### config.mk
export PLATFORM = sky130hd
export DESIGN_NAME = leaf_index_encoder
export DESIGN_NICKNAME = d
export VERILOG_FILES = /design/src/design/kd_tree_pkg.sv /design/src/design/leaf_index_encoder.sv
export SDC_FILE = /design/constraint.sdc
export NUM_CORES = 1
export LEC_CHECK = 0
export BUFFER_PORTS_ARGS = -buffer_cell sky130_fd_sc_hd__buf_2
export CORE_UTILIZATION = 30
export CTS_CLUSTER_DIAMETER = 100
export DETAILED_ROUTE_END_ITERATION = 8
export PLACE_DENSITY = 0.68
export REMOVE_ABC_BUFFERS = 1
export SYNTH_ARGS = -nofsm -noshare
export SYNTH_HDL_FRONTEND = slang
export SYNTH_SLANG_ARGS = --single-unit
### constraint.sdc
create_clock -name clk -period 4 [get_ports clk]
set_input_delay 0.4 -clock clk [delete_from_list [all_inputs] [get_ports clk]]
set_output_delay 0.4 -clock clk [all_outputs]
set_load 0.02 [all_outputs]
### src/design/kd_tree_pkg.sv
// --------------------------------------------------------------------
// kd tree geometry
// depth of the internal node tree and the layout of one node word
// --------------------------------------------------------------------
package kd_tree_pkg;

    // levels of internal nodes, root is level 0
    parameter int TREE_DEPTH = 6;

    // node word, median in the upper half, component select below
    parameter int SPLIT_IDX_WIDTH = 11;
    parameter int MEDIAN_WIDTH    = 11;
    parameter int NODE_WIDTH      = SPLIT_IDX_WIDTH + MEDIAN_WIDTH;

    // one bit per left/right choice on the way down
    parameter int LEAF_IDX_WIDTH = 6;

    // breadth-first write counter
    // 63 nodes fit, the top count selects nothing
    parameter int LOAD_ADDR_WIDTH = 6;

endpackage

### src/design/leaf_index_encoder.sv
// --------------------------------------------------------------------
// leaf index encoder
// one-hot leaf position of each stream to a registered binary index
// with its receiver strobe, index held at zero without a patch
// --------------------------------------------------------------------
`timescale 1ns/1ps

module leaf_index_encoder #(
    parameter int LEAF_W = kd_tree_pkg::LEAF_IDX_WIDTH
) (
    input  logic                     clk,
    input  logic                     rst_n,
    input  logic [(2**LEAF_W)-1:0]   onehot_i,
    input  logic [(2**LEAF_W)-1:0]   onehot_two_i,
    input  logic                     patch_en_i,
    input  logic                     patch_two_en_i,
    output logic [LEAF_W-1:0]        leaf_index_o,
    output logic [LEAF_W-1:0]        leaf_index_two_o,
    output logic                     receiver_en_o,
    output logic                     receiver_two_en_o
);

    // ascending scan, so the highest set bit wins
    function automatic logic [LEAF_W-1:0] encode(input logic [(2**LEAF_W)-1:0] oh);
        logic [LEAF_W-1:0] idx;
        idx = '0;
        for (int i = 0; i < 2**LEAF_W; i++) begin
            if (oh[i]) begin
                idx = LEAF_W'(i);
            end
        end
        return idx;
    endfunction

    always_ff @(posedge clk) begin
        if (!rst_n) begin
            receiver_en_o     <= 1'b0;
            receiver_two_en_o <= 1'b0;
            leaf_index_o      <= '0;
            leaf_index_two_o  <= '0;
        end else begin
            receiver_en_o     <= patch_en_i;
            receiver_two_en_o <= patch_two_en_i;
            leaf_index_o      <= patch_en_i ? encode(onehot_i) : '0;
            leaf_index_two_o  <= patch_two_en_i ? encode(onehot_two_i) : '0;
        end
    end

endmodule

==> flow_summary.json <==
{
  "status": "finished clean",
  "crit_arrival_ps": 2250,
  "netSwitchingPower_w": 0.000158,
  "hold_class": "input port to flip-flop",
  "ctsResizeCount": 0,
  "post_cts_buffers": 0,
  "vias_per_cell": 5.50,
  "grt_max_degree": 10,
  "syn_avg_cell_area_um2": 6.18,
  "antennaDiodeCount": 0,
  "fin_crit_sh": 0.528,
  "io_pins": 146,
  "grt.total_usage": 0.187,
  "seqPwrFrac": 0.313,
  "rows": 27,
  "total_power_w": 0.000477,
  "core_um2": 5680,
  "tightest_slew_ps": 504,
  "grt-ovfl-total": 0,
  "drtPass1Iterations": 5,
  "synthTopCellsByCount": "nor2_1 (56), a21oi_1 (31), inv_1 (25), nor4_1 (22), nor3_1 (20)",
  "cp_max_fo": 3,
  "cts_hold_buffers": 0,
  "cp-start-kind": "input port",
  "combPwrFrac": 0.405,
  "yosys.area.top_type": "dfxtp_1",
  "ys_top_cells_by_area": "dfxtp_1 (15%), nor2_1 (12%), a21oi_1 (8.5%)",
  "rsz0062_at_grt": "no",
  "drc": 0,
  "cts_sinks": 14,
  "p_clk_frac": 0.282,
  "fin_nets": 574,
  "finalHoldViolCount": 0,
  "fin_ws_ps": 1890,
  "critPathRequiredTime_ps": 4140,
  "syn2layout_area_growth_pct": 47.4,
  "powerDensity_nw_per_um2": 178,
  "synth-seq-cells": 14,
  "cts_tree": "yes",
  "first_iter_violations": 109,
  "start_util": 0.320,
  "dp_hpwl_um": 5560,
  "die_h_um": 79.8,
  "setup_violations": 0,
  "fin_setup_tns_ps": 0,
  "synth_area_um2": 1820,
  "p_leak_nw": 1.24,
  "drt-total-wl_um": 6370,
  "antenna_found_initial": 0,
  "place.port_buffers": 143,
  "routedWlPerCell_um": 12.4,
  "grt_pass1_wl_um": 9720,
  "ctsLongestPathBuffers": 2,
  "maxCapViolations": 0,
  "die_w_um": 79.8,
  "switching_share": 0.331,
  "synth_top_area_share": 0.154,
  "synth.most_common_cell": "nor2_1",
  "ctsRootBufferMaster": "clkbuf_8",
  "ys_types": 47,
  "vias": 2822,
  "postRouteAntennaNets": 0,
  "routabilityCongestion": 0.939,
  "fmax_mhz": 474,
  "crit_path_end_kind": "flip-flop",
  "path_clk_slew_ps": 60,
  "synth-seq-area-share": 0.154,
  "synth_edf_count": 0,
  "p_int_w": 0.000319,
  "drive_gt1_frac": 0.342,
  "dp_slack_ps": 1660,
  "synthCells": 294,
  "cts_htree_levels": 1,
  "critPathKind": "input port to flip-flop",
  "ys.flop_type": "dfxtp_1",
  "yosysWarnings": 0,
  "slew_headroom": 0.660,
  "final_max_slew_viol_count": 0,
  "dieArea_um2": 6370,
  "synthArstFlopShare": 0,
  "grt_pass1_vias": 2432,
  "ir_drop_mv": 0.0932,
  "fill_cells": 623,
  "fin_crit_ps": 2110,
  "cts-buffers-inserted": 3
}
==> path summary, 6_finish.rpt <==
check	to	slack (ps)	cells past startpoint	startpoint
setup / recovery	leaf_index_o[2]	1890	7	onehot_i[17]
hold / removal	leaf_index_two_o[2]	490	3	onehot_two_i[60]
==> cells in the final DEF, fill, tap and decap left out, types with 5 or more instances in the layout <==
cell / count
a21oi_1: 31
a31oi_1: 6
buf_2: 143
dfxtp_1: 14
inv_1: 25
nand2_1: 17
nand2b_1: 5
nand3_1: 6
nor2_1: 56
nor3_1: 20
nor4_1: 22
o21ai_0: 15
o21ai_1: 7
o31ai_1: 7
or4_1: 6
==> flip-flops by register name (all words and copies together) (netlist names) <==
signal,count
leaf_index_o,6
leaf_index_two_o,6
receiver_en_o,1
receiver_two_en_o,1
==> critical path, stage by stage <==
cell and delay [ps]:
buf_2 110, or4_1 510, a2111o_1 410, a31oi_1 190, o2111ai_1 160, and3_1 220
o41ai_2 260
==> metrics by stage <==
stage / instances / instance area (um2) / util / hold WS [ps]
2_1_floorplan: 294 / 1820 / - / 567
3_3_place_gp: 509 / 2620 / 0.462 / 735
3_5_place_dp: 509 / 2620 / 0.462 / 723
4_1_cts: 513 / 2680 / 0.472 / 471
5_1_grt: 513 / 2680 / 0.472 / 509
6_report: 513 / 2680 / 0.472 / 489
==> per-layer routing <==
| metal | wire length (um) | track usage | vias up | part of all wire |
|---|---|---|---|---|
| li1 | - | - | 1427 | - |
| met1 | 2760 | 0.229 | 1259 | 0.43 |
| met2 | 3060 | 0.343 | 128 | 0.48 |
| met3 | 470 | 0.0126 | 8 | 0.074 |
| met4 | 70 | 0.0571 | 0 | 0.011 |
| met5 | 0 | 0 | - | 0 |
==> power by group through the flow <==
stage	registers (W)	logic (W)	clock network, W
detailed placement	0.000152	0.000192	0
CTS	0.000149	0.000193	0.000142
global route	0.000150	0.000215	0.000148
global placement	0.000152	0.000189	0
floorplan	0.000163	0.0000624	0
finish	0.000149	0.000193	0.000134
==> final cells by class <==
class                   instances  area [um2]  share of cell area
repair buffers                143         716               0.267
well taps                      72        90.1              0.0336
multi-input cells             255        1440               0.539
flip-flops and latches         14         280               0.105
inverters                      25        93.8              0.0350
clock buffers                   4        55.1              0.0206
==> cell families (layout without fill, tap and decap cells) <==
family                 count (synthesis)  after routing  share of synthesized area
and+or+nand+nor                      152            152                      0.420
AOI/OAI and AO/OA                    103            103                      0.374
buffers and inverters                 25            172                     0.0517
DFF                                   14             14                      0.154
No activity file was read; power rests on OpenSTA's default activity.
