## config.mk

```make
export PLATFORM = sky130hd
export DESIGN_NAME = node_loader
export DESIGN_NICKNAME = d
export VERILOG_FILES = /design/src/design/kd_tree_pkg.sv /design/src/design/node_loader.sv
export SDC_FILE = /design/constraint.sdc
export NUM_CORES = 1
export LEC_CHECK = 0
export ABC_AREA = 1
export BUFFER_PORTS_ARGS = -buffer_cell sky130_fd_sc_hd__clkbuf_2
export CORE_ASPECT_RATIO = 1.25
export CORE_UTILIZATION = 37
export DETAILED_ROUTE_END_ITERATION = 6
export PLACE_DENSITY = 0.88
export REMOVE_ABC_BUFFERS = 1
export SYNTH_ARGS = -nofsm -noshare
export SYNTH_HDL_FRONTEND = slang
export SYNTH_SLANG_ARGS = --single-unit
```

## constraint.sdc

```tcl
create_clock -name clk -period 1.5 [get_ports clk]
set_clock_uncertainty 0.15 [all_clocks]
set_input_delay 0.075 -clock clk [delete_from_list [all_inputs] [get_ports clk]]
set_output_delay 0.075 -clock clk [all_outputs]
set_load 0.01 [all_outputs]
```

## src/design/kd_tree_pkg.sv

```systemverilog
// --------------------------------------------------------------------
// kd tree geometry
// depth of the internal node tree and the layout of one node word
// --------------------------------------------------------------------
package kd_tree_pkg;

    // levels of internal nodes, root is level 0
    parameter int TREE_DEPTH = 6;

    // node word, median in the upper half, component select below
    parameter int SPLIT_IDX_WIDTH = 11;
    parameter int MEDIAN_WIDTH    = 11;
    parameter int NODE_WIDTH      = SPLIT_IDX_WIDTH + MEDIAN_WIDTH;

    // one bit per left/right choice on the way down
    parameter int LEAF_IDX_WIDTH = 6;

    // breadth-first write counter
    // 63 nodes fit, the top count selects nothing
    parameter int LOAD_ADDR_WIDTH = 6;

endpackage

```

## src/design/node_loader.sv

```systemverilog
// --------------------------------------------------------------------
// node table loader
// breadth-first write counter plus one-hot write decode, one enable
// per internal node, active only while both load strobes are high
// --------------------------------------------------------------------
`timescale 1ns/1ps

module node_loader (
    input  logic                                          clk,
    input  logic                                          rst_n,
    input  logic                                          fsm_enable_i,
    input  logic                                          sender_en_i,
    output logic [(2**kd_tree_pkg::LOAD_ADDR_WIDTH)-2:0]  node_wen_o
);

    localparam int AW        = kd_tree_pkg::LOAD_ADDR_WIDTH;
    localparam int NUM_NODES = (2**AW) - 1;

    logic [AW-1:0] wadr_q;
    logic          load_en;

    // a word is taken only with both strobes
    assign load_en = fsm_enable_i & sender_en_i;

    // counter wraps 63 -> 0 on its own
    always_ff @(posedge clk) begin
        if (!rst_n) begin
            wadr_q <= '0;
        end else if (load_en) begin
            wadr_q <= wadr_q + 1'b1;
        end
    end

    // address 63 has no bit here, so it writes nothing
    always_comb begin
        for (int n = 0; n < NUM_NODES; n++) begin
            node_wen_o[n] = load_en && (wadr_q == AW'(n));
        end
    end

endmodule

```

==> impl_metrics.toml, run 1 <==
[power]
report.power.total_mw = 0.4323
p_leak_nw = 0.5813
ir_worst_vdd_mv = 0.3186
cellPowerDensity_nw_per_um2 = 315.0

[placement]
port_buffers = 66
place_hpwl_um = 1762
gp_congestion = 0.8346
dp.cells = 215
dpl_cell_area_um2 = 1057

[worst_setup_path]
reg2reg_depth = 5
crit_required_ps = 1270
rrSetupSlack_ps = 190
r2r_end = "wadr_q[2]$_SDFFE_PN0P_"
max_stage_delay_ps = 380
path_buf_inv = 2
crit_family = "flip-flops"
worstPathMaxFanout = 6
crit-reg2reg-launch = "wadr_q[1]$_SDFFE_PN0P_"
critPathArrivalTime_ps = 1340
slowest_stage = "dfxtp_4"
criticalPathCategory = "reg2out"
cp-start-kind = "flop"
end_kind = "output port"
path_cells = "inv_1, nand3_1, nor2_1, clkbuf_2"

[cts]
insertion_delay_ps = 260
numCtsBuffers = 3
clockBufferDepth = 2
htreeDepth = 1
cts_sinks = 6
cts_tree = "yes"
clk_pin_slew_ps = 50
root_buffer = "clkbuf_4"

[sta]
fin_hold_ws_ps = 44.89
fmax_mhz = 640.3
fin_crit_sh_pct = 104.1
setup_viol = 10
hold_violations = 0
relSlewSlack_pct = 84.83
rsz0062_at_grt = "yes"
tightest_slew_ps = 226.7
fin_ws_ps = -61.71
fin_crit_ps = 1562
drv_slew = 0

[routing]
wl_met1_um = 1115
viasPerCell = 5.130
wl_met3_um = 198
vias = 1144
drc = 0
wire_per_inst_um = 12.86
dr.max_layer_used = "met4"
drtIter0Drc = 21
met2_wirelength_um = 1496
routed_wl_um = 2867
drtPass1Iterations = 4
final_antenna_net_count = 0

[floorplan]
start_util_pct = 41.18
row_count = 17
ioPinCount = 67
die_w_um = 42.36
die_h_um = 52.45
core_um2 = 1829
die_area_um2 = 2221

[grt]
grt.total_usage_pct = 22.46
grt_max_degree = 16
antenna_found_initial = 0
grt_pass1_vias = 858
grt_pass1_wl_um = 3884
grt-ovfl-total = 0

[finish]
synthToLayoutAreaGrowth_pct = 82.23
final-seq-area_um2 = 142.6
multi_input_area_um2 = 753.2
layout.cells.non_filler = 223
largest_reg_flops = 6
top_register = "wadr_q"
top_regs = "wadr_q x6"
stdcell_area_um2 = 1373
fillers = 149
num-nets-final = 214
drive_gt1_share_pct = 58.33
diodes = 0

[status]
violations = "negative setup slack"
status = "finished with violations"

[synth]
yosysSeqAreaShare_pct = 15.95
ys.flop_type = "dfxtp_1"
ys_ff_latch = 6
yosysMostFrequentCell = "nor2_1"
syn_inst = 135
yosys.area.top_type = "nor2_1"
yosys-top-cells-count = "nor2_1, nand2_1, nand3_1"
synth.area.top_cells = "nor2_1, dfxtp_1, nand3_1"
postSynthAreaPerCell_um2 = 5.579
synthArstFlopShare_pct = 0
netlist_area_um2 = 753.2
synth_edf_count = 0
yosysUniqueCellTypes = 20
ys_warn_count = 0
synth_top_area_share_pct = 34.39

[worst_hold_path]
whs_path_depth = 3
worstHoldEndpoint = "wadr_q[1]$_SDFFE_PN0P_"
hold_class = "in2reg"
worst_hold_startpoint = "sender_en_i"

[run]
maxCapViolCount = 0
cell usage in the layout, fill, tap and decap left out, types with 4 or more instances in the layout:
cell / netlist / final
buf_2: 1 / 20
nor2_2: 1 / 7
clkbuf_2: 0 / 46
nand2_1: 12 / 6
a21oi_1: 5 / 5
ha_4: 0 / 4
nand3_4: 2 / 10
dfxtp_4: 0 / 6
nand2_2: 1 / 7
nand3_1: 12 / 5
nor2_1: 69 / 62
worst max-delay path by stage:
stage / to / start / cells after the start / slack [ps]
3_3_place_gp: node_wen_o[31] / wadr_q[0]$_SDFFE_PN0P_ / 4 / 80
6_report: node_wen_o[23] / wadr_q[3]$_SDFFE_PN0P_ / 4 / -60
4_1_cts: node_wen_o[47] / wadr_q[0]$_SDFFE_PN0P_ / 6 / -30
5_1_grt: node_wen_o[55] / wadr_q[3]$_SDFFE_PN0P_ / 4 / -120
2_1_floorplan: node_wen_o[31] / wadr_q[0]$_SDFFE_PN0P_ / 3 / 210
3_5_place_dp: node_wen_o[31] / wadr_q[0]$_SDFFE_PN0P_ / 4 / 80
power breakdown:
part | total, mW | switching (mW) | leakage (nW) | internal (mW)
logic | 0.103 | 0.0653 | 0.514 | 0.0379
registers | 0.168 | 0.0113 | 0.0533 | 0.156
clock network | 0.162 | 0.0703 | 0.0138 | 0.0913
cell families after synthesis:
| family | Yosys count | synth area share [%] |
|---|---|---|
| and+or+nand+nor | 101 | 58.80 |
| buffers and inverters | 16 | 12.96 |
| DFF | 6 | 15.95 |
| AOI/OAI and AO/OA | 8 | 5.648 |
| adders and majority gates | 4 | 6.645 |
layout make-up:
| type | count | area share (%) |
|---|---|---|
| tap | 19 | 1.732 |
| multi-input combinational | 115 | 54.88 |
| inverter | 10 | 4.011 |
| clock buffer | 3 | 1.641 |
| sequential | 6 | 10.39 |
| timing repair buffer | 70 | 27.35 |
worst min-delay path, stage by stage:
cell	delay [ps]
clkbuf_2	120
nand2_2	130
a21oi_1	80
per-layer routing:
metal / track usage [%] / vias up
li1: - / 566
met4: 7.813 / 0
met2: 42.05 / 67
met3: 2.414 / 5
met5: 0 / -
met1: 26.14 / 506
repair_timing:
item / CTS / global route
resized for setup: 34 / 49
setup buffers: 1 / 1
cloned: 0 / 2
setup endpoints to repair: 63 / 63
hold endpoints to repair: 6 / 0
pin swaps: 5 / 16
hold buffers: 1 / 0
per-stage QoR:
| step | worst slack (ps) | setup TNS (ps) | util, % |
|---|---|---|---|
| finish | -61.71 | -347.2 | 75.03 |
| global route | -120.0 | -1922 | 75.03 |
| CTS | -30.85 | -70.81 | 66.89 |
| detailed placement | 76.77 | 0 | 57.80 |
| global placement | 83.30 | 0 | 57.80 |
| floorplan | 212.3 | 0 | - |
No activity file was read; power rests on OpenSTA's default activity.
==> run 2, diff against run 1 <==
Settings changed: CORE_ASPECT_RATIO 1.25 to not set, SETUP_SLACK_MARGIN set to 0.15.
==> impl_metrics.toml, run 2 (synthesized netlist as in run 1, its figures left out) <==
[grt]
grt_pass1_vias = 890
antenna_found_initial = 0
grt.total_usage_pct = 25.91
grt-ovfl-total = 0
grt_max_degree = 16
grt_pass1_wl_um = 4008

[floorplan]
core_um2 = 1821
start_util_pct = 41.37
die_w_um = 47.12
die_area_um2 = 2220
ioPinCount = 67
die_h_um = 47.12
row_count = 15

[routing]
routed_wl_um = 3379
drtPass1Iterations = 4
drc = 0
viasPerCell = 5.281
vias = 1241
final_antenna_net_count = 0
drtIter0Drc = 41
wire_per_inst_um = 14.38

[placement]
place_hpwl_um = 1807
gp_congestion = 0.9090
port_buffers = 66
dpl_cell_area_um2 = 1057

[power]
p_leak_nw = 0.6299
clkPwrFrac_pct = 35.0
ir_worst_vdd_mv = 0.3128
internal_power_mw = 0.2889
cellPowerDensity_nw_per_um2 = 297.4
p_seq_share_pct = 38.5
report.power.total_mw = 0.4335
swShare_pct = 33.35
pwr-share-comb_pct = 26.5
p_switching_mw = 0.1446

[status]
violations = "negative setup slack"
status = "finished with violations"

[sta]
fin_crit_sh_pct = 107.5
hold_violations = 0
fin_crit_ps = 1612
relSlewSlack_pct = 84.09
setup_viol = 26
drv_slew = 0
fin_ws_ps = -112.3
tightest_slew_ps = 236.7
rsz0062_at_grt = "yes"
fmax_mhz = 620.2

[worst_setup_path]
crit-reg2reg-launch = "wadr_q[0]$_SDFFE_PN0P_"
worstPathMaxFanout = 5
crit_start = "wadr_q[0]$_SDFFE_PN0P_"
criticalPathCategory = "reg2out"
critPathArrivalTime_ps = 1390
cp-start-kind = "flop"
crit_required_ps = 1270
end_kind = "output port"

[cts]
cts_sinks = 6
htreeDepth = 1
insertion_delay_ps = 250
numCtsBuffers = 3
clockBufferDepth = 2
cts_tree = "yes"
root_buffer = "clkbuf_4"
clk_pin_slew_ps = 50

[finish]
top_register = "wadr_q"
largest_reg_flops = 6
diodes = 0
final_cell_mix = "nor2_1, buf_2, nor2_2"
drive_gt1_share_pct = 66.67
num-nets-final = 220
post-route-util_pct = 80.07
top_regs = "wadr_q x6"
stdcell_area_um2 = 1458
synthToLayoutAreaGrowth_pct = 93.52

[worst_hold_path]
hold_class = "in2reg"
worst_hold_startpoint = "fsm_enable_i"

[run]
maxCapViolCount = 0
-- run 2: final timing paths --
kind / depth (start not counted) / endpoint / slack, ps
setup / recovery: 5 / node_wen_o[59] / -110
hold / removal: 3 / wadr_q[2]$_SDFFE_PN0P_ / 5
hold reg to reg: 2 / wadr_q[0]$_SDFFE_PN0P_ / 440
setup reg to reg: 6 / wadr_q[4]$_SDFFE_PN0P_ / 150
-- run 2: area by class of cell --
| class | count | area [um2] |
|---|---|---|
| Fill cell | 119 | 362.8 |
| Tap cell | 25 | 31.28 |
| Inverter | 10 | 60.06 |
| Sequential cell | 6 | 142.6 |
| Multi-Input combinational cell | 116 | 797.0 |
| Timing Repair Buffer | 75 | 404.1 |
| Clock buffer | 3 | 22.52 |
-- run 2: worst max-delay path: stages (launching register included) --
cell and delay (ps):
dfxtp_4 390, ha_4 190, buf_4 130, nand3_4 100, nor2_1 160, buf_2 160
-- run 2: metal layers --
| layer | vias up | GRT usage, % | part of all wire, % |
|---|---|---|---|
| met5 | - | 0 | 0 |
| li1 | 582 | - | - |
| met4 | 0 | 16.00 | 3.5 |
| met2 | 90 | 45.83 | 48 |
| met1 | 554 | 30.63 | 39 |
| met3 | 15 | 1.154 | 9.0 |
-- run 2: power groups by stage --
stage               sequential, mW  clock (mW)  combinational [mW]
CTS                          0.166       0.157               0.103
global placement             0.171           0              0.0660
finish                       0.167       0.152               0.115
detailed placement           0.171           0              0.0669
global route                 0.168       0.163               0.124
floorplan                    0.170           0              0.0457
-- run 2: metrics by stage --
| stage | worst slack (ps) | hold WS, ps | TNS [ps] | std cells |
|---|---|---|---|---|
| CTS | -37.01 | -6.699 | -84.33 | 233 |
| floorplan | 212.3 | 45.78 | 0 | 129 |
| global route | -151.8 | 16.42 | -3152 | 235 |
| finish | -112.3 | 5.006 | -679.7 | 235 |
| detailed placement | 25.40 | 199.3 | 0 | 220 |
| global placement | -14.45 | 194.7 | -14.45 | 220 |
-- run 2: timing repair --
item,CTS,global route
resized for setup,57,72
hold buffers,1,0
hold endpoints to repair,6,0
pin swaps,15,25
cloned,2,1
setup buffers,7,1
setup endpoints to repair,64,63
==> run 3, diff against run 2 <==
Settings changed: CORE_UTILIZATION 37 to 38, CTS_BUF_LIST set to sky130_fd_sc_hd__clkbuf_8, PLACE_DENSITY 0.88 to 0.9, SKIP_CTS_REPAIR_TIMING set to 1.
==> impl_metrics.toml, run 3 (synthesized netlist as in run 1, its figures left out) <==
[finish]
num-nets-final = 215
stdcell_area_um2 = 1370
top_register = "wadr_q"
layout_commonest_cell = "nor2_1"
final_cell_mix = "nor2_1, clkbuf_2, buf_2"
diodes = 0
drive_gt1_share_pct = 59.02
top_regs = "wadr_q x6"
synthToLayoutAreaGrowth_pct = 81.89
fillers = 128
largest_reg_flops = 6

[sta]
rsz0062_at_grt = "yes"
fin_ws_ps = -40.21
tightest_slew_ps = 216.6
fmax_mhz = 649.3
hold_violations = 0
fin_crit_sh_pct = 102.7
setup_viol = 5
relSlewSlack_pct = 85.56
fin_hold_ws_ps = 40.83
drv_slew = 0
fin_crit_ps = 1540

[worst_setup_path]
crit_family = "flip-flops"
crit_required_ps = 1270
max_stage_delay_ps = 370
cp-start-kind = "flop"
worstPathMaxFanout = 4
end_kind = "output port"
path_cells = "inv_2, ha_4, nand3_2, nor2_1, clkbuf_2"
rrSetupSlack_ps = 270
criticalPathCategory = "reg2out"
slowest_stage = "dfxtp_4"
critPathArrivalTime_ps = 1320
path_buf_inv = 2

[grt]
grt_max_degree = 16
grt_pass1_wl_um = 2980
grt-ovfl-total = 0
grt.total_usage_pct = 19.22
antenna_found_initial = 0
grt_pass1_vias = 690

[placement]
pre_cts_slack_ps = 102.5
dpl_cell_area_um2 = 1065
port_buffers = 66
place_hpwl_um = 1770
gp_congestion = 0.8890

[power]
ir_worst_vdd_mv = 0.5221
cellPowerDensity_nw_per_um2 = 379.1
p_leak_nw = 0.5995

[floorplan]
row_count = 15
start_util_pct = 42.25
ioPinCount = 67
core_um2 = 1783
die_area_um2 = 2164
die_w_um = 46.52
die_h_um = 46.52

[cts]
numCtsBuffers = 3
clk_pin_slew_ps = 40
root_buffer = "clkbuf_8"
cts_tree = "yes"
cts_sinks = 6
clockBufferDepth = 2
insertion_delay_ps = 230
htreeDepth = 1

[routing]
drtPass1Iterations = 4
wire_per_inst_um = 12.80
drc = 0
vias = 1165
drtIter0Drc = 22
routed_wl_um = 2944
viasPerCell = 5.065
final_antenna_net_count = 0

[status]
violations = "negative setup slack"
status = "finished with violations"

[run]
maxCapViolCount = 0

[worst_hold_path]
hold_class = "in2reg"
[run 3: cell types whose count changed in the layout (fill, tap and decap cells not counted), sizes merged]
cell	delta
buf	-28
clkbuf	+25
clkinv	+2
nand3	-2
clkinvlp	-1
inv	-1
[run 3: through the flow]
stage	setup TNS, ps	power, mW	cells	util [%]
floorplan	0	0.2162	129	-
global placement	0	0.2361	221	59.72
detailed placement	0	0.2369	221	59.72
CTS	-4600	0.4825	224	62.04
global route	-1159	0.5395	230	76.84
finish	-65.14	0.5194	230	76.84
[run 3: final cells by class]
class	count	area [um2]	area share (%)
Multi-Input combinational cell	114	714.4	52.15
Clock buffer	3	41.29	3.014
Inverter	10	58.81	4.292
Sequential cell	6	142.6	10.41
Timing Repair Buffer	72	381.6	27.85
Tap cell	25	31.28	2.283
[run 3: tightest hold or removal path: cells and delay by family]
| family | cells | cell delay [ps] |
|---|---|---|
| AND/OR/NAND/NOR | 1 | 120 |
| buffers and inverters | 1 | 110 |
| AO/OA/AOI/OAI | 1 | 80 |
[run 3: worst paths after layout]
check | start | end | cells after the start
setup / recovery | wadr_q[1]$_SDFFE_PN0P_ | node_wen_o[20] | 5
hold / removal | fsm_enable_i | wadr_q[2]$_SDFFE_PN0P_ | 3
setup reg to reg | wadr_q[0]$_SDFFE_PN0P_ | wadr_q[5]$_SDFFE_PN0P_ | 6
hold reg to reg | wadr_q[3]$_SDFFE_PN0P_ | wadr_q[3]$_SDFFE_PN0P_ | 2
[run 3: where the power goes]
part,switching [mW],internal [mW],total [mW]
Combinational,0.0642,0.0393,0.104
Clock,0.0760,0.173,0.249
Sequential,0.0101,0.157,0.167
Total,0.150,0.369,0.519
[run 3: per-layer routing]
metal  global-route usage, %  share of wire [%]  vias up
met5                       0                  0        -
met4                   8.824                2.9        0
met3                   3.922                6.5       10
met2                   30.83                 50       60
met1                   24.24                 41      520
li1                        -                  -      575
