File: src/design/kd_tree_pkg.sv
// --------------------------------------------------------------------
// kd tree geometry
// depth of the internal node tree and the layout of one node word
// --------------------------------------------------------------------
package kd_tree_pkg;

    // levels of internal nodes, root is level 0
    parameter int TREE_DEPTH = 6;

    // node word, median in the upper half, component select below
    parameter int SPLIT_IDX_WIDTH = 11;
    parameter int MEDIAN_WIDTH    = 11;
    parameter int NODE_WIDTH      = SPLIT_IDX_WIDTH + MEDIAN_WIDTH;

    // one bit per left/right choice on the way down
    parameter int LEAF_IDX_WIDTH = 6;

    // breadth-first write counter
    // 63 nodes fit, the top count selects nothing
    parameter int LOAD_ADDR_WIDTH = 6;

endpackage

File: src/design/kd_patch_pkg.sv
// --------------------------------------------------------------------
// image patch layout
// five unsigned components packed side by side, component 0 lowest
// --------------------------------------------------------------------
package kd_patch_pkg;

    // one unsigned component
    parameter int COMPONENT_WIDTH = 11;

    // components per patch
    parameter int NUM_COMPONENTS = 5;

    // component k sits at bits 11k+10 down to 11k
    parameter int PATCH_WIDTH = COMPONENT_WIDTH * NUM_COMPONENTS;

endpackage

File: src/design/kd_internal_node.sv
// --------------------------------------------------------------------
// kd tree internal node
// holds one node word and steers each of the two patch streams
// left or right by comparing the selected component to the median
// --------------------------------------------------------------------
`timescale 1ns/1ps

module kd_internal_node #(
    parameter int NODE_W = kd_tree_pkg::NODE_WIDTH
) (
    input  logic                                  clk,
    input  logic                                  rst_n,
    input  logic                                  wen_i,
    input  logic [NODE_W-1:0]                     wdata_i,
    input  logic [kd_patch_pkg::PATCH_WIDTH-1:0]  patch_i,
    input  logic                                  valid_i,
    input  logic [kd_patch_pkg::PATCH_WIDTH-1:0]  patch_two_i,
    input  logic                                  valid_two_i,
    output logic                                  valid_left_o,
    output logic                                  valid_right_o,
    output logic                                  valid_left_two_o,
    output logic                                  valid_right_two_o
);

    localparam int SW = kd_tree_pkg::SPLIT_IDX_WIDTH;
    localparam int MW = kd_tree_pkg::MEDIAN_WIDTH;
    localparam int CW = kd_patch_pkg::COMPONENT_WIDTH;

    logic [NODE_W-1:0] node_q;
    logic [SW-1:0]     split_idx;
    logic [MW-1:0]     median;
    logic              go_left;
    logic              go_left_two;

    // out-of-range select falls back to component 0
    function automatic logic [CW-1:0] pick_component(
        input logic [kd_patch_pkg::PATCH_WIDTH-1:0] patch,
        input logic [SW-1:0]                        idx
    );
        logic [CW-1:0] comp;
        comp = patch[CW-1:0];
        for (int k = 1; k < kd_patch_pkg::NUM_COMPONENTS; k++) begin
            if (idx == SW'(k)) begin
                comp = patch[k*CW +: CW];
            end
        end
        return comp;
    endfunction

    // node word, written by the loader
    always_ff @(posedge clk) begin
        if (!rst_n) begin
            node_q <= '0;
        end else if (wen_i) begin
            node_q <= wdata_i;
        end
    end

    assign split_idx = node_q[SW-1:0];
    assign median    = node_q[SW +: MW];

    // strictly below the median goes left, equal goes right
    assign go_left     = pick_component(patch_i, split_idx) < median;
    assign go_left_two = pick_component(patch_two_i, split_idx) < median;

    assign valid_left_o      = valid_i & go_left;
    assign valid_right_o     = valid_i & ~go_left;
    assign valid_left_two_o  = valid_two_i & go_left_two;
    assign valid_right_two_o = valid_two_i & ~go_left_two;

endmodule

File: src/design/kd_tree_level.sv
// --------------------------------------------------------------------
// kd tree pipeline level
// the 2^LEVEL nodes of one tree level plus the stage registers for
// patch, enable and one-hot position of both streams
// --------------------------------------------------------------------
`timescale 1ns/1ps

module kd_tree_level #(
    parameter int LEVEL = 0
) (
    input  logic                                  clk,
    input  logic                                  rst_n,
    input  logic [(2**LEVEL)-1:0]                 node_wen_i,
    input  logic [kd_tree_pkg::NODE_WIDTH-1:0]    wdata_i,
    input  logic [kd_patch_pkg::PATCH_WIDTH-1:0]  patch_i,
    input  logic                                  patch_en_i,
    input  logic [(2**LEVEL)-1:0]                 onehot_i,
    input  logic [kd_patch_pkg::PATCH_WIDTH-1:0]  patch_two_i,
    input  logic                                  patch_two_en_i,
    input  logic [(2**LEVEL)-1:0]                 onehot_two_i,
    output logic [kd_patch_pkg::PATCH_WIDTH-1:0]  patch_o,
    output logic                                  patch_en_o,
    output logic [(2**(LEVEL+1))-1:0]             onehot_o,
    output logic [kd_patch_pkg::PATCH_WIDTH-1:0]  patch_two_o,
    output logic                                  patch_two_en_o,
    output logic [(2**(LEVEL+1))-1:0]             onehot_two_o
);

    localparam int NODES = 2**LEVEL;

    // child positions, node j feeds bits 2j (left) and 2j+1 (right)
    logic [2*NODES-1:0] next_oh;
    logic [2*NODES-1:0] next_oh_two;

    for (genvar j = 0; j < NODES; j++) begin : g_node
        kd_internal_node #(
            .NODE_W(kd_tree_pkg::NODE_WIDTH)
        ) node_i (
            .clk              (clk),
            .rst_n            (rst_n),
            .wen_i            (node_wen_i[j]),
            .wdata_i          (wdata_i),
            .patch_i          (patch_i),
            .valid_i          (onehot_i[j]),
            .patch_two_i      (patch_two_i),
            .valid_two_i      (onehot_two_i[j]),
            .valid_left_o     (next_oh[2*j]),
            .valid_right_o    (next_oh[2*j+1]),
            .valid_left_two_o (next_oh_two[2*j]),
            .valid_right_two_o(next_oh_two[2*j+1])
        );
    end

    // position and enable per stream
    always_ff @(posedge clk) begin
        if (!rst_n) begin
            patch_en_o     <= 1'b0;
            patch_two_en_o <= 1'b0;
            onehot_o       <= '0;
            onehot_two_o   <= '0;
        end else begin
            patch_en_o     <= patch_en_i;
            patch_two_en_o <= patch_two_en_i;
            onehot_o       <= next_oh;
            onehot_two_o   <= next_oh_two;
        end
    end

    // patch payload just follows along
    always_ff @(posedge clk) begin
        patch_o     <= patch_i;
        patch_two_o <= patch_two_i;
    end

endmodule

File: config.mk
export PLATFORM = sky130hd
export DESIGN_NAME = kd_tree_level
export DESIGN_NICKNAME = d
export VERILOG_FILES = /design/src/design/kd_tree_pkg.sv /design/src/design/kd_patch_pkg.sv /design/src/design/kd_internal_node.sv /design/src/design/kd_tree_level.sv
export SDC_FILE = /design/constraint.sdc
export NUM_CORES = 1
export LEC_CHECK = 0
export ABC_AREA = 0
export BUFFER_PORTS_ARGS = -buffer_cell sky130_fd_sc_hd__buf_2
export CAP_MARGIN = 20
export CORE_MARGIN = 1
export CORE_UTILIZATION = 25
export DETAILED_ROUTE_END_ITERATION = 12
export SLEW_MARGIN = 20
export SYNTH_ARGS = -nofsm -noshare
export SYNTH_HDL_FRONTEND = slang
export SYNTH_SLANG_ARGS = --single-unit
File: constraint.sdc
create_clock -name clk -period 5.2 [get_ports clk]
set_input_delay 0.78 -clock clk [delete_from_list [all_inputs] [get_ports clk]]
set_output_delay 0.78 -clock clk [all_outputs]
set_load 0.05 [all_outputs]
==> results of run 1 <==
## layer usage
metal	up-vias	GRT usage, %	wire length (µm)	part of all wire [%]
li1	2141	-	-	-
met1	1953	21.0	7350	44
met2	202	27.0	7920	47
met3	14	5.57	1330	8.0
met4	2	5.32	150	0.89
met5	-	0	13	0.078
## power by group
group / total [W] / internal [W] / switching [W]
Sequential: 0.00114 / 0.00112 / 0.0000202
Clock: 0.00121 / 0.000769 / 0.000438
Combinational: 0.000496 / 0.000152 / 0.000344
Total: 0.00284 / 0.00204 / 0.000802
## synthesized netlist by cell type, drive strengths merged, types with 3 or more instances
cell type and n:
dfxtp 138, a21o 6, nor4 4, inv 13
clkbuf 27, nand2 6, a21oi 6, o21ai 65
a22oi 20, ha 20, nor2 25, and2 22
nor3b 3, o22ai 20, nand4 4, nor3 5
mux2i 22, nor2b 23
## through the flow
stage | setup WS, ns | utilization, % | instances | hold WS, ns
after floorplan | 2.13 | - | 460 | 0.483
after global placement | 1.45 | 33.6 | 923 | 0.501
after detailed placement | 1.60 | 33.7 | 924 | 0.514
after CTS | 1.58 | 36.8 | 954 | 0.458
after global routing | 1.30 | 36.8 | 955 | 0.456
final | 1.52 | 36.9 | 957 | 0.477
## worst paths after layout
check / from / to / slack (ns) / cells after the start
worst max-delay path: g_node[0].node_i.node_q[0] / onehot_two_o[1] / 1.52 / 12
worst min-delay path: patch_two_i[13] / patch_two_o[13] / 0.48 / 1
worst max register to register: g_node[0].node_i.node_q[0] / onehot_two_o[1] / 1.52 / 12
worst min register to register: g_node[0].node_i.node_q[20] / g_node[0].node_i.node_q[20] / 0.53 / 2
## worst reg2reg max path, cell delays in order, from the launching register on
cell and delay (ns):
dfxtp_1 0.31, buf_4 0.23, or3b_1 0.46, a21oi_2 0.72
o21ai_0 0.20, o21ai_0 0.12, o21ai_0 0.11, ha_1 0.34
nand3_1 0.08, or4_1 0.42, and3b_1 0.21, a221oi_2 0.28
o21ba_1 0.15
## cells by family (layout without fill, tap and decap cells)
family,Yosys count,count (layout),share of synthesized area (%)
compound gates,131,131,16.7
xor+xnor,1,1,0.182
fa+ha+maj,20,20,5.20
buf+inv,42,302,3.43
flops,138,138,57.4
mux,22,22,4.57
other cells,0,3,0
simple gates,106,106,12.6
## registers in the layout (all words and copies together) (netlist names)
name / flops
g_node.node_i.node_q: 22
onehot_o: 2
onehot_two_o: 2
patch_en_o: 1
patch_o: 55
patch_two_en_o: 1
patch_two_o: 55
## area by class of cell
type / count / area [µm²]
multi-input cells: 280 / 1910
inverters: 13 / 48.8
flip-flops and latches: 138 / 2760
clock inverters: 9 / 123
repair buffers: 259 / 1310
well taps: 234 / 293
diodes: 3 / 7.51
fillers: 1908 / 11900
clock buffers: 21 / 460
==> impl_metrics.yaml, run 1 <==
final_layout:
  areaGrowthSynthToFinish_pct: 43.6
  fin_area_um2: 6920
  final_nets: 868
  final_common_cell: "buf_2"
  final_cell_mix: "buf_2 (254), dfxtp_1 (138), o21ai_0 (50)"
  drive_gt1_share_pct: 41.1
sta:
  max_freq_mhz: 272
  finalMaxSlewViolations: 0
  setup_tns_ns: 0
  relSlewSlack_pct: 40.4
  final.min_clock_period_ns: 3.68
  skew_ns: 0.00657
  tightest_slew_ns: 0.889
  rsz0062_at_grt: "false"
  hold_viol: 0
  period_share_pct: 70.7
  setup_viol: 0
global_routing:
  grt_antenna_before_repair: 3
  grt_max_degree: 32
  grt_pass1_wl_um: 24200
  grt_usage_pct: 16.7
  overflow: 0
  grt_pass1_vias: 3960
place:
  post_dp_cell_area_um2: 6330
  portBuffers: 254
  gp_congestion: 0.845
  dp_hpwl_um: 13300
drt:
  drtIter0Drc: 209
  vias: 4312
  routed_wl_um: 16800
  drc: 0
  ant_nets: 0
  wire_per_inst_um: 17.5
  via_per_inst: 4.51
  drtPass1Iterations: 4
pwr:
  power_w: 0.00284
  leakagePower_nw: 3.20
  worst_ir_drop_vdd_mv: 0.213
  power.density_nw_per_um2: 410
status:
  outcome: "completed"
clock_network:
  cts_sinks: 138
  post_cts_buffers: 0
  path_clk_slew_ns: 0.06
  clkLatencyLatePin_ns: 0.42
  cts_buffers: 17
  cts_root_buffer: "clkbuf_16"
  clk_path_buf_depth: 2
  cts_tree: "done"
  hold_buffers: 0
  cts_max_level: 4
  cts_resized: 0
setup_path:
  cp_data_required_time_ns: 5.57
  cpPeakStageDelay_ns: 0.72
  start_kind: "flip-flop"
  crit_family: "compound AO/OA/AOI/OAI gates"
  path_buf_inv: 1
  critical_path_class: "flip-flop to flip-flop"
  end_kind: "flip-flop"
  worstPathArrival_ns: 4.04
  cp_cell_sequence: "buf_4 -> or3b_1 -> a21oi_2 -> o21ai_0 -> o21ai_0 -> o21ai_0 -> ha_1 -> nand3_1 -> or4_1 -> and3b_1 -> a221oi_2 -> o21ba_1"
  cp_slowest_cell: "a21oi_2"
  crit_top_cell: "o21ai_0"
  cp_max_fo: 31
yosys:
  syn_nets: 619
  synth_top_flop_cell: "dfxtp_1"
  synth_area_leaders: "dfxtp_1 (57%), ha_1 (5.2%), o21ai_0 (5.2%), mux2i_1 (4.6%), a22oi_1 (3.1%)"
  synth.avg_cell_area_um2: 10.5
  netlist_area_um2: 4820
  synthCells: 460
  synth_seq_cells: 138
  synthArstFlopShare_pct: 0
  yosys.area.top_type_share_pct: 57.4
  synth_warnings: 0
  ys_types: 46
  synth.largest_area_cell: "dfxtp_1"
  yosysSeqAreaShare_pct: 57.4
  synth-edff-count: 0
floorplan:
  start_util_pct: 25.7
  ios: 255
  fp.dieW_um: 141
  num_rows: 50
  die_area_um2: 19800
  die_h_um: 141
  core_um2: 18800
min_path:
  hp-class: "primary input to flip-flop"
job:
  timing.max_cap.violations: 0
Power figures use the tool's default switching activity.
==> run 2: changes to the inputs <==
==> constraint.sdc (replaced) <==
create_clock -name clk -period 3.59 [get_ports clk]
set_input_delay 0.5385 -clock clk [delete_from_list [all_inputs] [get_ports clk]]
set_output_delay 0.5385 -clock clk [all_outputs]
set_load 0.05 [all_outputs]
==> run 2 against run 1 <==
Die area unchanged. Clock skew up 0.0010 ns. Non-clock buffer count up 6. Largest cell class unchanged.
==> impl_metrics.yaml, run 2 (synthesized netlist as in run 1, its figures left out) <==
global_routing:
  grt_antenna_before_repair: 5
  grt_pass1_wl_um: 24300
  grt_pass1_vias: 4121
  met1_usage_pct: 20.4
  grtUsageMet3_pct: 4.93
  grt_usage_pct: 16.7
  grt_util_met2_pct: 27.5
  grt_max_degree: 28
  overflow: 0
  grt.busiest_layer: "met2"
sta:
  rsz0062_at_grt: "false"
  hold_ws_ns: 0.234
  final.min_clock_period_ns: 3.19
  setup_tns_ns: 0
  relSlewSlack_pct: 55.0
  finalMaxSlewViolations: 0
  hold_viol: 0
  setup_viol: 0
  skew_ns: 0.00758
  setup_ws_ns: 0.396
  max_freq_mhz: 313
  tightest_slew_ns: 0.675
  period_share_pct: 89.0
clock_network:
  cts_root_buffer: "clkbuf_16"
  post_cts_buffers: 0
  cts_max_level: 4
  cts_buffers: 17
  hold_buffers: 0
  cts_sinks: 138
  cts_tree: "done"
  path_clk_slew_ns: 0.06
  clk_path_buf_depth: 2
  cts_resized: 0
  clkLatencyLatePin_ns: 0.41
setup_path:
  critical_path_class: "flip-flop to flip-flop"
  cp_slowest_cell: "or4b_1"
  path_buf_inv: 2
  cpPeakStageDelay_ns: 0.57
  cp_max_fo: 21
  crit_family: "simple AND/OR/NAND/NOR gates"
  cp_cell_sequence: "buf_4 -> or4b_1 -> nor3_2 -> buf_4 -> a22oi_1 -> o21ai_1 -> ha_1 -> nor2b_1 -> o21ai_0 -> nor4bb_1 -> a221oi_2 -> o21ba_1"
  worstPathArrival_ns: 3.51
  start_kind: "flip-flop"
  end_kind: "flip-flop"
  cp_data_required_time_ns: 3.90
  crit_top_cell: "buf_4"
drt:
  drtIter0Drc: 194
  drtPass1Iterations: 4
  drc: 0
  wire_per_inst_um: 17.5
  vias: 4283
  ant_nets: 0
  via_per_inst: 4.44
  routed_wl_um: 16800
final_layout:
  drive_gt1_share_pct: 41.9
  nFillCells: 1895
  areaGrowthSynthToFinish_pct: 44.9
  top_regs: "patch_o: 55 flops, patch_two_o: 55 flops, g_node.node_i.node_q: 22 flops"
  final_util_pct: 37.2
  final_nets: 874
  final_common_cell: "buf_2"
  final_cell_mix: "buf_2 (254), dfxtp_1 (138), o21ai_0 (50)"
place:
  dp_hpwl_um: 13600
  portBuffers: 254
  gp_congestion: 0.852
  dp_worst_setup_slack_ns: 0.400
min_path:
  hp-class: "primary input to flip-flop"
floorplan:
  start_util_pct: 25.7
  num_rows: 50
  core_um2: 18800
  fp.dieW_um: 141
  die_area_um2: 19800
  ios: 255
  die_h_um: 141
pwr:
  power.density_nw_per_um2: 593
  worst_ir_drop_vdd_mv: 0.307
  power_w: 0.00414
  leakagePower_nw: 3.22
status:
  outcome: "completed"
job:
  timing.max_cap.violations: 0
[run 2: changes by cell type in the layout (fill, tap and decap cells not counted), moves of 2 or more]
| cell | change |
|---|---|
| buf_4 | +7 |
| clkinv_2 | -4 |
| clkinvlp_4 | +3 |
| inv_6 | +3 |
| clkbuf_1 | -2 |
| clkinv_4 | +2 |
[run 2: worst paths after layout]
kind,endpoint,start,slack (ns),depth (start not counted)
worst max-delay path,onehot_two_o[1],g_node[0].node_i.node_q[0],0.40,12
worst min register to register,g_node[0].node_i.node_q[17],g_node[0].node_i.node_q[17],0.52,2
worst min-delay path,patch_o[53],patch_i[53],0.23,1
worst max register to register,onehot_two_o[1],g_node[0].node_i.node_q[0],0.40,12
[run 2: worst reg2reg max path, cell delays in order, from the launching register on]
cell	delay (ns)
dfxtp_1	0.40
buf_4	0.22
or4b_1	0.57
nor3_2	0.12
buf_4	0.28
a22oi_1	0.15
o21ai_1	0.10
ha_1	0.27
nor2b_1	0.14
o21ai_0	0.17
nor4bb_1	0.39
a221oi_2	0.11
o21ba_1	0.18
[run 2: final cells by class]
| type | count | area [µm²] | area share, % |
|---|---|---|---|
| clock inverters | 12 | 139 | 1.99 |
| flip-flops and latches | 138 | 2760 | 39.6 |
| repair buffers | 265 | 1350 | 19.4 |
| multi-input cells | 280 | 1910 | 27.3 |
| diodes | 2 | 5.00 | 0.0717 |
| clock buffers | 20 | 467 | 6.69 |
| inverters | 13 | 48.8 | 0.699 |
| well taps | 234 | 293 | 4.20 |
[run 2: metrics by stage]
stage	instance area (µm²)	instances
CTS	6970	962
detailed placement	6370	930
global route	6970	963
finish	6980	964
global placement	6370	930
floorplan	4820	460
[run 2: metal layers]
metal / vias to the layer above / part of all wire (%)
li1: 2156 / -
met1: 1914 / 44
met2: 183 / 47
met3: 24 / 7.1
met4: 6 / 1.6
met5: - / 0.25
[run 2: where the power goes]
group          leakage [nW]  internal [W]  total, W  switching [W]
logic                  1.78      0.000225  0.000722       0.000497
registers              1.16       0.00162   0.00165      0.0000294
clock network         0.286       0.00109   0.00177       0.000684
total                  3.22       0.00293   0.00414        0.00121
==> run 3: changes to the inputs <==
--- a/config.mk
+++ b/config.mk
@@ -11,6 +11,7 @@
 export CORE_MARGIN = 1
 export CORE_UTILIZATION = 25
 export DETAILED_ROUTE_END_ITERATION = 12
+export MAX_ROUTING_LAYER = met4
 export SLEW_MARGIN = 20
 export SYNTH_ARGS = -nofsm -noshare
 export SYNTH_HDL_FRONTEND = slang
==> run 3 against run 2 <==
Sequential share of layout area is essentially flat. Largest power group unchanged. Count of clock-buffer cells in the layout unchanged. Largest cell class unchanged. Cell count is 0.31% higher.
==> impl_metrics.yaml, run 3 (synthesized netlist as in run 1, its figures left out) <==
sta:
  finalMaxSlewViolations: 0
  max_freq_mhz: 313
  period_share_pct: 88.9
  hold_viol: 0
  setup_tns_ns: 0
  tightest_slew_ns: 0.675
  skew_ns: 0.00735
  setup_viol: 0
  rsz0062_at_grt: "false"
  final.min_clock_period_ns: 3.19
  relSlewSlack_pct: 55.0
drt:
  routed_wl_um: 16800
  drtPass1Iterations: 4
  vias: 4358
  ant_nets: 0
  via_per_inst: 4.51
  drtIter0Drc: 220
  wire_per_inst_um: 17.4
  drc: 0
clock_network:
  cts_root_buffer: "clkbuf_16"
  cts_sinks: 138
  hold_buffers: 0
  cts_resized: 0
  clkLatencyLatePin_ns: 0.42
  clk_path_buf_depth: 2
  path_clk_slew_ns: 0.06
  post_cts_buffers: 0
  cts_buffers: 17
  cts_max_level: 4
  cts_tree: "done"
final_layout:
  final_common_cell: "buf_2"
  final_cell_mix: "buf_2 (254), dfxtp_1 (138), o21ai_0 (50)"
  areaGrowthSynthToFinish_pct: 45.0
  top_regs: "patch_o: 55 flops, patch_two_o: 55 flops, g_node.node_i.node_q: 22 flops"
  drive_gt1_share_pct: 41.9
  fin_area_um2: 6980
  final_util_pct: 37.2
  final_nets: 874
global_routing:
  grt_pass1_vias: 4122
  grt_max_degree: 28
  grt_antenna_before_repair: 5
  grt_pass1_wl_um: 24300
  grt_usage_pct: 17.2
  overflow: 0
place:
  portBuffers: 254
  gp_congestion: 0.865
  dp_hpwl_um: 13600
  post_dp_cell_area_um2: 6370
min_path:
  hp-start: "patch_i[53]"
  hold_depth: 1
  hp-class: "primary input to flip-flop"
  min_to: "patch_o[53]"
pwr:
  worst_ir_drop_vdd_mv: 0.311
  p_sw_share_pct: 29.3
  power_w: 0.00414
  seq_power_share_pct: 39.8
  power.share.clock_pct: 42.8
  leakagePower_nw: 3.22
  power.density_nw_per_um2: 592
  power.internal_w: 0.00293
  p_comb_share_pct: 17.4
  switchingPower_w: 0.00121
floorplan:
  num_rows: 50
  core_um2: 18800
  fp.dieW_um: 141
  die_h_um: 141
  start_util_pct: 25.7
  ios: 255
  die_area_um2: 19800
setup_path:
  worstPathArrival_ns: 3.51
  cp_cell_sequence: "buf_4 -> or4b_1 -> nor3_2 -> buf_4 -> a22oi_1 -> o21ai_1 -> ha_1 -> nor2b_1 -> o21ai_0 -> nor4bb_1 -> a221oi_2 -> o21ba_1"
  regToRegSetupSlack_ns: 0.40
  rr_endpoint: "onehot_two_o[1]"
  cp_max_fo: 21
  timing.rr.start: "g_node[0].node_i.node_q[0]"
  critical_path_class: "flip-flop to flip-flop"
  crit_top_cell: "buf_4"
  start_kind: "flip-flop"
  crit_family: "simple AND/OR/NAND/NOR gates"
  r2r_cells: 12
  cp_slowest_cell: "or4b_1"
  path_buf_inv: 2
  end_kind: "flip-flop"
  cp_data_required_time_ns: 3.90
  cpPeakStageDelay_ns: 0.57
status:
  outcome: "completed"
job:
  timing.max_cap.violations: 0
## run 3: cell count changes in the layout (fill, tap and decap cells not counted)
cell     previous run  this run
diode_2             2         5
## run 3: per-stage QoR
step | cells | hold slack [ns] | setup WS [ns]
finish | 967 | 0.233 | 0.398
global route | 967 | 0.218 | 0.0860
CTS | 962 | 0.218 | 0.403
detailed placement | 930 | 0.511 | 0.400
global placement | 930 | 0.500 | 0.495
floorplan | 460 | 0.483 | 0.520
## run 3: power by group through the flow
stage	registers, W	logic, W	clock network, W
after global placement	0.00168	0.000725	0
after CTS	0.00165	0.000727	0.00181
final	0.00165	0.000722	0.00177
after detailed placement	0.00168	0.000725	0
after global routing	0.00165	0.000775	0.00187
after floorplan	0.00193	0.000224	0
## run 3: per-layer routing
metal | GRT usage [%] | share of wire (%)
met5 | - | 0
met4 | 6.46 | 1.5
met3 | 4.96 | 8.0
met2 | 27.5 | 47
met1 | 20.6 | 44
## run 3: final cells by class
| type | count | area [µm²] |
|---|---|---|
| Inverter | 13 | 48.8 |
| Fill cell | 1895 | 11800 |
| Multi-Input combinational cell | 280 | 1910 |
| Clock buffer | 20 | 467 |
| Clock inverter | 12 | 139 |
| Timing Repair Buffer | 265 | 1350 |
| Tap cell | 234 | 293 |
| Sequential cell | 138 | 2760 |
| Antenna cell | 5 | 12.5 |
## run 3: how the worst max path moves through the flow
stage                                     from              end  slack [ns]  depth (start not counted)
global placement    g_node[0].node_i.node_q[0]  onehot_two_o[1]        0.50                         12
floorplan           g_node[0].node_i.node_q[7]  onehot_two_o[0]        0.52                         12
detailed placement  g_node[0].node_i.node_q[0]  onehot_two_o[1]        0.40                         12
finish              g_node[0].node_i.node_q[0]  onehot_two_o[1]        0.40                         12
CTS                 g_node[0].node_i.node_q[0]  onehot_two_o[1]        0.40                         12
global route        g_node[0].node_i.node_q[0]  onehot_two_o[1]        0.09                         12
## run 3: worst register-to-register path, stage by stage (launching register included)
cell      delay, ns
dfxtp_1        0.40
buf_4          0.22
or4b_1         0.57
nor3_2         0.12
buf_4          0.28
a22oi_1        0.15
o21ai_1        0.10
ha_1           0.27
nor2b_1        0.14
o21ai_0        0.17
nor4bb_1       0.38
a221oi_2       0.11
o21ba_1        0.19
